File: config.mk
export PLATFORM = sky130hd
export DESIGN_NAME = exe_cluster
export DESIGN_NICKNAME = d
export VERILOG_FILES = /design/src/design/decoder_pkg.sv /design/src/design/exe_pkg.sv /design/src/design/detachable_alu.sv /design/src/design/exe_multiplier.sv /design/src/design/exe_lane.sv /design/src/design/exe_cluster.sv
export SDC_FILE = /design/constraint.sdc
export NUM_CORES = 2
export LEC_CHECK = 0
export ABC_AREA = 1
export CAP_MARGIN = 20
export CORE_AREA = 5 5 307 309
export DETAILED_ROUTE_END_ITERATION = 10
export DIE_AREA = 0 0 312 314
export DONT_BUFFER_PORTS = 1
export MAX_ROUTING_LAYER = met4
export PLACE_DENSITY_LB_ADDON = 0.12
export RECOVER_POWER = 25
export REMOVE_ABC_BUFFERS = 1
export SETUP_SLACK_MARGIN = 0.2
export SLEW_MARGIN = 20
export SYNTH_ARGS = -nofsm -noshare
export SYNTH_HDL_FRONTEND = slang
export SYNTH_SLANG_ARGS = --single-unit
File: constraint.sdc
create_clock -name clk -period 8.5 [get_ports clk]
set_input_delay 1.275 -clock clk [delete_from_list [all_inputs] [get_ports clk]]
set_output_delay 1.275 -clock clk [all_outputs]
set_load 0.02 [all_outputs]
File: src/design/decoder_pkg.sv
`default_nettype none

package decoder_pkg;

  typedef logic [1:0] grand_op_t;
  typedef logic [1:0] alu_op_t;

  // Operation groups, used by the ALU output mux
  localparam grand_op_t GTYPE_LI  = 2'b00; // Logic ops
  localparam grand_op_t GTYPE_INT = 2'b01; // Add/sub, LI extras or multiply
  localparam grand_op_t GTYPE_SFT = 2'b10;
  localparam grand_op_t GTYPE_CMP = 2'b11;

  // Logic group
  localparam alu_op_t OP_NOR = 2'b00;
  localparam alu_op_t OP_AND = 2'b01;
  localparam alu_op_t OP_OR  = 2'b10;
  localparam alu_op_t OP_XOR = 2'b11;

  // INT group, only op[1] is decoded
  localparam alu_op_t OP_ADD = 2'b00;
  localparam alu_op_t OP_SUB = 2'b10;

  // LI extras share the INT slot when no adder is present
  localparam alu_op_t OP_LUI     = 2'b01;
  localparam alu_op_t OP_PCPLUS4 = 2'b10;
  localparam alu_op_t OP_PCADDUI = 2'b11;

  localparam alu_op_t OP_SLL = 2'b00;
  localparam alu_op_t OP_SRL = 2'b01;
  localparam alu_op_t OP_SRA = 2'b10;

  localparam alu_op_t OP_SLTU = 2'b00;
  localparam alu_op_t OP_SLT  = 2'b01; // Signed compare

endpackage

`default_nettype wire

File: src/design/exe_pkg.sv
`default_nettype none

package exe_pkg;

  import decoder_pkg::*;

  // Instruction tag, carried unchanged from issue to result
  typedef logic [5:0] exe_tag_t;

  // Issue payload of one lane
  typedef struct packed {
    logic [31:0] r0;
    logic [31:0] r1;
    logic [31:0] pc;
    grand_op_t   grand_op;
    alu_op_t     op;
    exe_tag_t    tag;
  } exe_issue_t;

  typedef struct packed {
    logic [31:0] res;
    exe_tag_t    tag;
  } exe_result_t;

endpackage

`default_nettype wire

File: src/design/detachable_alu.sv
`timescale 1ns/1ps
`default_nettype none

module detachable_alu import decoder_pkg::*; #(
  parameter bit USE_LI  = 1'b0,
  parameter bit USE_INT = 1'b1,
  parameter bit USE_MUL = 1'b0,
  parameter bit USE_SFT = 1'b1,
  parameter bit USE_CMP = 1'b1
) (
  input  logic [31:0] mul_i,
  input  logic [31:0] r0_i,
  input  logic [31:0] r1_i,
  input  logic [31:0] pc_i,
  input  grand_op_t   grand_op_i,
  input  alu_op_t     op_i,
  output logic [31:0] res_o
);

  localparam bit HAS_G1 = USE_LI || USE_INT || USE_MUL;
  localparam bit HAS_HI = USE_SFT || USE_CMP; // Groups 2 and 3

  logic [31:0] g0_res;
  logic [31:0] g1_res;
  logic [31:0] g2_res;
  logic [31:0] g3_res;

  // Output mux, narrowed to the groups that exist
  if (HAS_G1 && HAS_HI) begin : g_mux_full
    always_comb begin
      case (grand_op_i)
        GTYPE_INT: res_o = g1_res;
        GTYPE_SFT: res_o = g2_res;
        GTYPE_CMP: res_o = g3_res;
        default:   res_o = g0_res;
      endcase
    end
  end else if (HAS_G1) begin : g_mux_lo
    assign res_o = grand_op_i[0] ? g1_res : g0_res;
  end else if (HAS_HI) begin : g_mux_hi
    always_comb begin
      if (!grand_op_i[1]) begin
        res_o = g0_res;
      end else if (USE_SFT && USE_CMP) begin
        res_o = grand_op_i[0] ? g3_res : g2_res;
      end else if (USE_SFT) begin
        res_o = g2_res;
      end else begin
        res_o = g3_res;
      end
    end
  end else begin : g_mux_none
    assign res_o = g0_res; // Logic group only
  end

  if (USE_LI) begin : g_logic
    always_comb begin
      case (op_i)
        OP_NOR:  g0_res = ~(r1_i | r0_i);
        OP_AND:  g0_res = r1_i & r0_i;
        OP_OR:   g0_res = r1_i | r0_i;
        default: g0_res = r1_i ^ r0_i;
      endcase
    end
  end else begin : g_no_logic
    assign g0_res = '0;
  end

  // Adder takes priority over the LI extras and the multiplier
  if (USE_INT) begin : g_int
    assign g1_res = op_i[1] ? (r1_i - r0_i) : (r1_i + r0_i);
  end else if (USE_LI) begin : g_li
    always_comb begin
      case (op_i)
        OP_PCPLUS4: g1_res = pc_i + 32'd4;
        OP_PCADDUI: g1_res = pc_i + r0_i;
        default:    g1_res = {r0_i[19:0], 12'd0}; // LUI
      endcase
    end
  end else if (USE_MUL) begin : g_mul
    assign g1_res = mul_i; // Product from the lane multiplier
  end else begin : g_no_g1
    assign g1_res = '0;
  end

  if (USE_SFT) begin : g_sft
    always_comb begin
      case (op_i)
        OP_SRL:  g2_res = r1_i >> r0_i[4:0];
        OP_SRA:  g2_res = $signed(r1_i) >>> r0_i[4:0];
        default: g2_res = r1_i << r0_i[4:0];
      endcase
    end
  end else begin : g_no_sft
    assign g2_res = '0;
  end

  if (USE_CMP) begin : g_cmp
    logic lt;

    // op[0] picks the signed compare
    assign lt = op_i[0] ? ($signed(r1_i) < $signed(r0_i)) : (r1_i < r0_i);
    assign g3_res = {31'd0, lt};
  end else begin : g_no_cmp
    assign g3_res = '0;
  end

endmodule

`default_nettype wire

File: src/design/exe_multiplier.sv
`timescale 1ns/1ps
`default_nettype none

module exe_multiplier (
  input  logic        clk,
  input  logic        rst_n_i,
  input  logic        en_i,
  input  logic [31:0] a_i,
  input  logic [31:0] b_i,
  output logic [31:0] prod_o
);

  logic [31:0] a_q;
  logic [31:0] b_q;
  logic [31:0] prod_q;

  // Operand capture
  always_ff @(posedge clk) begin
    if (!rst_n_i) begin
      a_q <= '0;
      b_q <= '0;
    end else if (en_i) begin
      a_q <= a_i;
      b_q <= b_i;
    end
  end

  always_ff @(posedge clk) begin
    if (!rst_n_i) begin
      prod_q <= '0;
    end else if (en_i) begin
      prod_q <= a_q * b_q; // Low 32 bits only
    end
  end

  assign prod_o = prod_q;

endmodule

`default_nettype wire

File: src/design/exe_lane.sv
`timescale 1ns/1ps
`default_nettype none

module exe_lane import exe_pkg::*, decoder_pkg::*; #(
  parameter bit  USE_LI  = 1'b0,
  parameter bit  USE_INT = 1'b1,
  parameter bit  USE_MUL = 1'b0,
  parameter bit  USE_SFT = 1'b1,
  parameter bit  USE_CMP = 1'b1,
  parameter type tag_t   = exe_tag_t
) (
  input  logic        clk,
  input  logic        rst_n_i,
  input  logic        issue_valid_i,
  output logic        issue_ready_o,
  input  exe_issue_t  issue_i,
  output logic        res_valid_o,
  input  logic        res_ready_i,
  output exe_result_t res_o
);

  localparam int DEPTH = USE_MUL ? 2 : 1; // Second stage waits for the product

  // Groups the ALU can select, indexed by grand_op
  localparam logic [3:0] GRP_EN = {USE_CMP, USE_SFT, USE_LI | USE_INT | USE_MUL, 1'b1};

  typedef struct packed {
    logic [31:0] r0;
    logic [31:0] r1;
    logic [31:0] pc;
    grand_op_t   grand_op;
    alu_op_t     op;
    tag_t        tag;
  } stage_t;

  stage_t [DEPTH-1:0] stg_q;
  logic   [DEPTH-1:0] stg_vld_q;
  logic               advance;
  logic [31:0]        mul_res;
  logic [31:0]        alu_res;
  logic               res_vld_q;
  exe_result_t        res_q;

  // Whole lane moves when the output slot is free or being drained
  assign advance       = !res_vld_q || res_ready_i;
  assign issue_ready_o = advance;

  always_ff @(posedge clk) begin
    if (!rst_n_i) begin
      stg_vld_q <= '0;
      res_vld_q <= 1'b0;
    end else if (advance) begin
      stg_vld_q[0] <= issue_valid_i;
      for (int i = 1; i < DEPTH; i++) begin
        stg_vld_q[i] <= stg_vld_q[i-1];
      end
      res_vld_q <= stg_vld_q[DEPTH-1];
    end
  end

  always_ff @(posedge clk) begin
    if (advance) begin
      stg_q[0].r0       <= issue_i.r0;
      stg_q[0].r1       <= issue_i.r1;
      stg_q[0].pc       <= issue_i.pc;
      stg_q[0].grand_op <= issue_i.grand_op;
      stg_q[0].op       <= issue_i.op;
      stg_q[0].tag      <= issue_i.tag;
      for (int i = 1; i < DEPTH; i++) begin
        stg_q[i] <= stg_q[i-1];
      end
      res_q.res <= alu_res;
      res_q.tag <= stg_q[DEPTH-1].tag;
    end
  end

  if (USE_MUL) begin : g_mul
    // Fed at issue, so the product lines up with the last stage
    exe_multiplier i_exe_multiplier (
      .clk     (clk),
      .rst_n_i (rst_n_i),
      .en_i    (advance),
      .a_i     (issue_i.r0),
      .b_i     (issue_i.r1),
      .prod_o  (mul_res)
    );
  end else begin : g_no_mul
    assign mul_res = '0;
  end

  detachable_alu #(
    .USE_LI  (USE_LI),
    .USE_INT (USE_INT),
    .USE_MUL (USE_MUL),
    .USE_SFT (USE_SFT),
    .USE_CMP (USE_CMP)
  ) i_detachable_alu (
    .mul_i      (mul_res),
    .r0_i       (stg_q[DEPTH-1].r0),
    .r1_i       (stg_q[DEPTH-1].r1),
    .pc_i       (stg_q[DEPTH-1].pc),
    .grand_op_i (stg_q[DEPTH-1].grand_op),
    .op_i       (stg_q[DEPTH-1].op),
    .res_o      (alu_res)
  );

  assign res_valid_o = res_vld_q;
  assign res_o       = res_q;

  // A stalled result must not move
  a_res_hold: assert property (@(posedge clk) disable iff (!rst_n_i)
    res_vld_q && !res_ready_i |=> res_vld_q && $stable(res_q))
    else $error("exe_lane: held result changed under back-pressure");

  a_grp_en: assert property (@(posedge clk) disable iff (!rst_n_i)
    stg_vld_q[DEPTH-1] |-> GRP_EN[stg_q[DEPTH-1].grand_op])
    else $error("exe_lane: grand_op selects a removed ALU group");

endmodule

`default_nettype wire

File: src/design/exe_cluster.sv
`timescale 1ns/1ps
`default_nettype none

module exe_cluster import exe_pkg::*; #(
  // Lane 0 is the full ALU
  parameter bit L0_USE_LI  = 1'b1,
  parameter bit L0_USE_INT = 1'b1,
  parameter bit L0_USE_MUL = 1'b0,
  parameter bit L0_USE_SFT = 1'b1,
  parameter bit L0_USE_CMP = 1'b1,
  // Lane 1 is multiply and shift
  parameter bit L1_USE_LI  = 1'b0,
  parameter bit L1_USE_INT = 1'b0,
  parameter bit L1_USE_MUL = 1'b1,
  parameter bit L1_USE_SFT = 1'b1,
  parameter bit L1_USE_CMP = 1'b0
) (
  input  logic        clk,
  input  logic        rst_n_i,
  input  logic        lane0_issue_valid_i,
  output logic        lane0_issue_ready_o,
  input  exe_issue_t  lane0_issue_i,
  output logic        lane0_res_valid_o,
  input  logic        lane0_res_ready_i,
  output exe_result_t lane0_res_o,
  input  logic        lane1_issue_valid_i,
  output logic        lane1_issue_ready_o,
  input  exe_issue_t  lane1_issue_i,
  output logic        lane1_res_valid_o,
  input  logic        lane1_res_ready_i,
  output exe_result_t lane1_res_o
);

  exe_lane #(
    .USE_LI  (L0_USE_LI),
    .USE_INT (L0_USE_INT),
    .USE_MUL (L0_USE_MUL),
    .USE_SFT (L0_USE_SFT),
    .USE_CMP (L0_USE_CMP),
    .tag_t   (exe_tag_t)
  ) i_exe_lane0 (
    .clk           (clk),
    .rst_n_i       (rst_n_i),
    .issue_valid_i (lane0_issue_valid_i),
    .issue_ready_o (lane0_issue_ready_o),
    .issue_i       (lane0_issue_i),
    .res_valid_o   (lane0_res_valid_o),
    .res_ready_i   (lane0_res_ready_i),
    .res_o         (lane0_res_o)
  );

  exe_lane #(
    .USE_LI  (L1_USE_LI),
    .USE_INT (L1_USE_INT),
    .USE_MUL (L1_USE_MUL),
    .USE_SFT (L1_USE_SFT),
    .USE_CMP (L1_USE_CMP),
    .tag_t   (exe_tag_t)
  ) i_exe_lane1 (
    .clk           (clk),
    .rst_n_i       (rst_n_i),
    .issue_valid_i (lane1_issue_valid_i),
    .issue_ready_o (lane1_issue_ready_o),
    .issue_i       (lane1_issue_i),
    .res_valid_o   (lane1_res_valid_o),
    .res_ready_i   (lane1_res_ready_i),
    .res_o         (lane1_res_o)
  );

endmodule

`default_nettype wire

==> run_results.csv <==
group,metric,value,unit
synthesis,synth_enable_flop_cells,244,
grt,grt-ovfl-total,0,
place,post-place-ws,1.22,ns
pwr,combPwrFrac,0.542,
final_layout,fin_area,42800,um2
min_path,hold_class,"reg2reg",
worst_setup_path,crit_required,9.04,ns
synthesis,synth_flop_cell,"edfxtp_1",
sta,clock_skew,0.0374,ns
synthesis,yosysUniqueCellTypes,61,
synthesis,seq_area_frac_synth,0.229,
drt,antenna_left,0,
synthesis,syn_avg_cell_area,7.32,um2
floorplanning,ios,298,
pwr,total_leakage_power,21.9,nW
final_layout,utilization,0.470,
clock_tree,clk-insertion-delay-late,0.62,ns
sta,rsz0062_at_grt,"no",
worst_setup_path,arrival,7.99,ns
run,cap_viol_max_count,0,
worst_setup_path,end_kind,"register",
grt,grt_max_degree,139,
place,io_buffer_count,0,
worst_setup_path,cp_max_fo,22,
sta,fmax,134,MHz
pwr,power_switching_share,0.475,
sta,finalMaxSlewViolations,0,
final_layout,fillers,9395,
sta,hold_viol,0,
pwr,p_switching,0.00420,W
drt,drt-initial-drc-count,3566,
place,dp_cells,6510,
final_layout,fin_cells,6588,
sta,fin_crit,7.45,ns
drt,drt_wl_total,138000,um
pwr,internal_power,0.00466,W
sta,max-slew-margin-rel,0.208,
final_layout,layout-drive-gt1-share,0.0413,
final_layout,final_nets,6223,
synthesis,synth-async-reset-ratio,0,
place,dp_hpwl,108000,um
grt,grt_first_pass_wirelength,211000,um
floorplanning,start_util,0.447,
worst_setup_path,critPathKind,"reg2reg",
clock_tree,cts_resized,0,
clock_tree,clockBufferDepth,3,
pwr,pwr-share-clk,0.200,
floorplanning,coreArea,91100,um2
clock_tree,path_clk_slew,0.06,ns
final_layout,seqCellArea,9350,um2
grt,antenna_found_initial,2,
status,status,"completed",
floorplanning,die-area,98000,um2
clock_tree,clockRootBuffer,"clkbuf_16",
worst_setup_path,start_kind,"register",
final_layout,multi_input_area,26000,um2
clock_tree,cts_htree_levels,2,
floorplanning,rows,111,
clock_tree,clkSinkCount,345,
synthesis,syn_inst,5565,
floorplanning,chipWidth,312,um
pwr,power_frac_seq,0.258,
pwr,ir_drop,200,uV
place,dpl_cell_area,41400,um2
sta,tightest_slew,1.17,ns
sta,setup_viol,0,
synthesis,synth_area,40800,um2
synthesis,ys.warnings.count,0,
clock_tree,post-cts-setup-buffer-count,0,
drt,vias,35800,
clock_tree,cts_made_buffers,40,
drt,drt-pass1-iter-count,5,
drt,vias_per_cell,5.44,
drt,wire_per_inst,21.0,um
final_layout,syn2layout_area_growth,4.99,%
sta,layout_setup_ws,1.05,ns
clock_tree,cts_tree,"done",
clock_tree,cts_hold_buf,0,
drt,drc,0,
floorplanning,die_height,314,um
sta,whs,0.413,ns
synthesis,ys_seq_elements,345,
place,place.gp.congestion,0.980,
grt,track_usage,0.285,
pwr,p_per_area,207,nW/um2
grt,grt_pass1_vias,34500,
sta,fin_crit_sh,0.877,
[placed cells by master (no fill, tap or decap), drive strengths merged, types with 18 or more instances in the layout]
cell    netlist  final
inv        1041   1046
o21ai       514    514
nand4        22     22
o211ai      106    106
fa          410    410
buf         165     90
a21oi       285    285
ha          228    228
o21a         26     26
o21bai       28     28
dfxtp       101    101
nand3       229    229
o221ai       26     26
a31oi        18     18
nand2      1473   1473
edfxtp      244    244
nor2        328    328
clkbuf      165     49
[area by class of cell]
cell class,instances,area share
antenna,5,0.000292
clock buffer,49,0.0242
clock inverter,23,0.00655
inverter,1043,0.0917
multi-input combinational,3847,0.608
sequential,345,0.219
tap,1186,0.0347
timing repair buffer,90,0.0163
[routing by layer]
metal,wire [um],up-vias,global-route usage
met2,63600,1248,0.453
met5,0,-,-
met3,9020,208,0.0352
met4,3790,0,0.0730
li1,-,17100,-
met1,61900,17300,0.393
[synth_stat cells, types with 14 or more instances]
library cell | instances | area, um2
o21a_1 | 26 | 195
mux2i_1 | 15 | 150
o21bai_1 | 27 | 203
nand4_1 | 22 | 138
inv_1 | 1030 | 3870
o21ai_1 | 105 | 526
buf_2 | 88 | 440
o21ai_2 | 19 | 166
buf_6 | 14 | 158
nor2_1 | 326 | 1220
o21ai_0 | 390 | 1950
o211ai_1 | 105 | 788
ha_1 | 228 | 2850
dfxtp_1 | 101 | 2020
fa_1 | 410 | 8210
xor2_1 | 15 | 131
o221ai_1 | 26 | 228
clkbuf_1 | 164 | 616
nand2_1 | 1465 | 5500
a31oi_1 | 17 | 106
buf_1 | 52 | 195
edfxtp_1 | 244 | 7330
nand3_1 | 228 | 1140
a21oi_1 | 278 | 1390
nor3_1 | 15 | 75.1
[critical path: stages, from the launching register on]
cell and delay [ns]:
dfxtp_1 1.06, nand2_1 0.15, fa_1 0.55, fa_1 0.43, fa_1 0.48, fa_1 0.57, inv_1 0.06, fa_1 0.52
inv_1 0.06, fa_1 0.54, fa_1 0.43, fa_1 0.49, inv_1 0.04, ha_1 0.35, a21oi_1 0.29, o21ai_0 0.20
a21boi_0 0.23, nand3_1 0.14, o21ai_0 0.55, o211ai_1 0.17, inv_1 0.08
[state kept, by name, summed over array words and instances, names as in the netlist]
register                                   count
i_exe_lane0.res_o                             38
i_exe_lane0.res_valid_o                        1
i_exe_lane0.stg_q                             74
i_exe_lane0.stg_vld_q                          1
i_exe_lane1.g_mul.i_exe_multiplier.a_q        32
i_exe_lane1.g_mul.i_exe_multiplier.b_q        32
i_exe_lane1.g_mul.i_exe_multiplier.prod_o     32
i_exe_lane1.res_o                             38
i_exe_lane1.res_valid_o                        1
i_exe_lane1.stg_q                             94
i_exe_lane1.stg_vld_q                          2
[worst paths after layout]
| check | from | to | slack (ns) | depth (start not counted) |
|---|---|---|---|---|
| min reg2reg | i_exe_lane1.stg_q[58] | i_exe_lane1.stg_q[164] | 0.41 | 0 |
| min | i_exe_lane1.stg_q[58] | i_exe_lane1.stg_q[164] | 0.41 | 0 |
| max | i_exe_lane1.g_mul.i_exe_multiplier.b_q[4] | i_exe_lane1.g_mul.i_exe_multiplier.prod_o[26] | 1.05 | 20 |
| max reg2reg | i_exe_lane1.g_mul.i_exe_multiplier.b_q[4] | i_exe_lane1.g_mul.i_exe_multiplier.prod_o[26] | 1.05 | 20 |
[kinds of logic after synthesis]
logic type | Yosys count | share of synthesized area
AND/OR/NAND/NOR | 2093 | 0.204
buffers and inverters | 1373 | 0.133
AO/OA/AOI/OAI | 1077 | 0.153
adder cells (fa/ha/maj) | 638 | 0.271
flip-flops | 345 | 0.229
XOR/XNOR | 24 | 0.00516
multiplexers | 15 | 0.00368
[metrics by stage]
stage / power, W / setup TNS, ns
after global routing: 0.00959 / 0
after global placement: 0.00698 / 0
final: 0.00886 / 0
after CTS: 0.00884 / 0
after floorplan: 0.00543 / -87.76
after detailed placement: 0.00702 / 0
[power by group through the flow]
| stage | Sequential, W | Combinational (W) | Clock (W) |
|---|---|---|---|
| after detailed placement | 0.00232 | 0.00470 | 0 |
| after global routing | 0.00231 | 0.00539 | 0.00189 |
| after floorplan | 0.00228 | 0.00314 | 0 |
| final | 0.00229 | 0.00480 | 0.00177 |
| after CTS | 0.00229 | 0.00473 | 0.00182 |
| after global placement | 0.00232 | 0.00466 | 0 |
No activity file was read; power rests on OpenSTA's default activity.
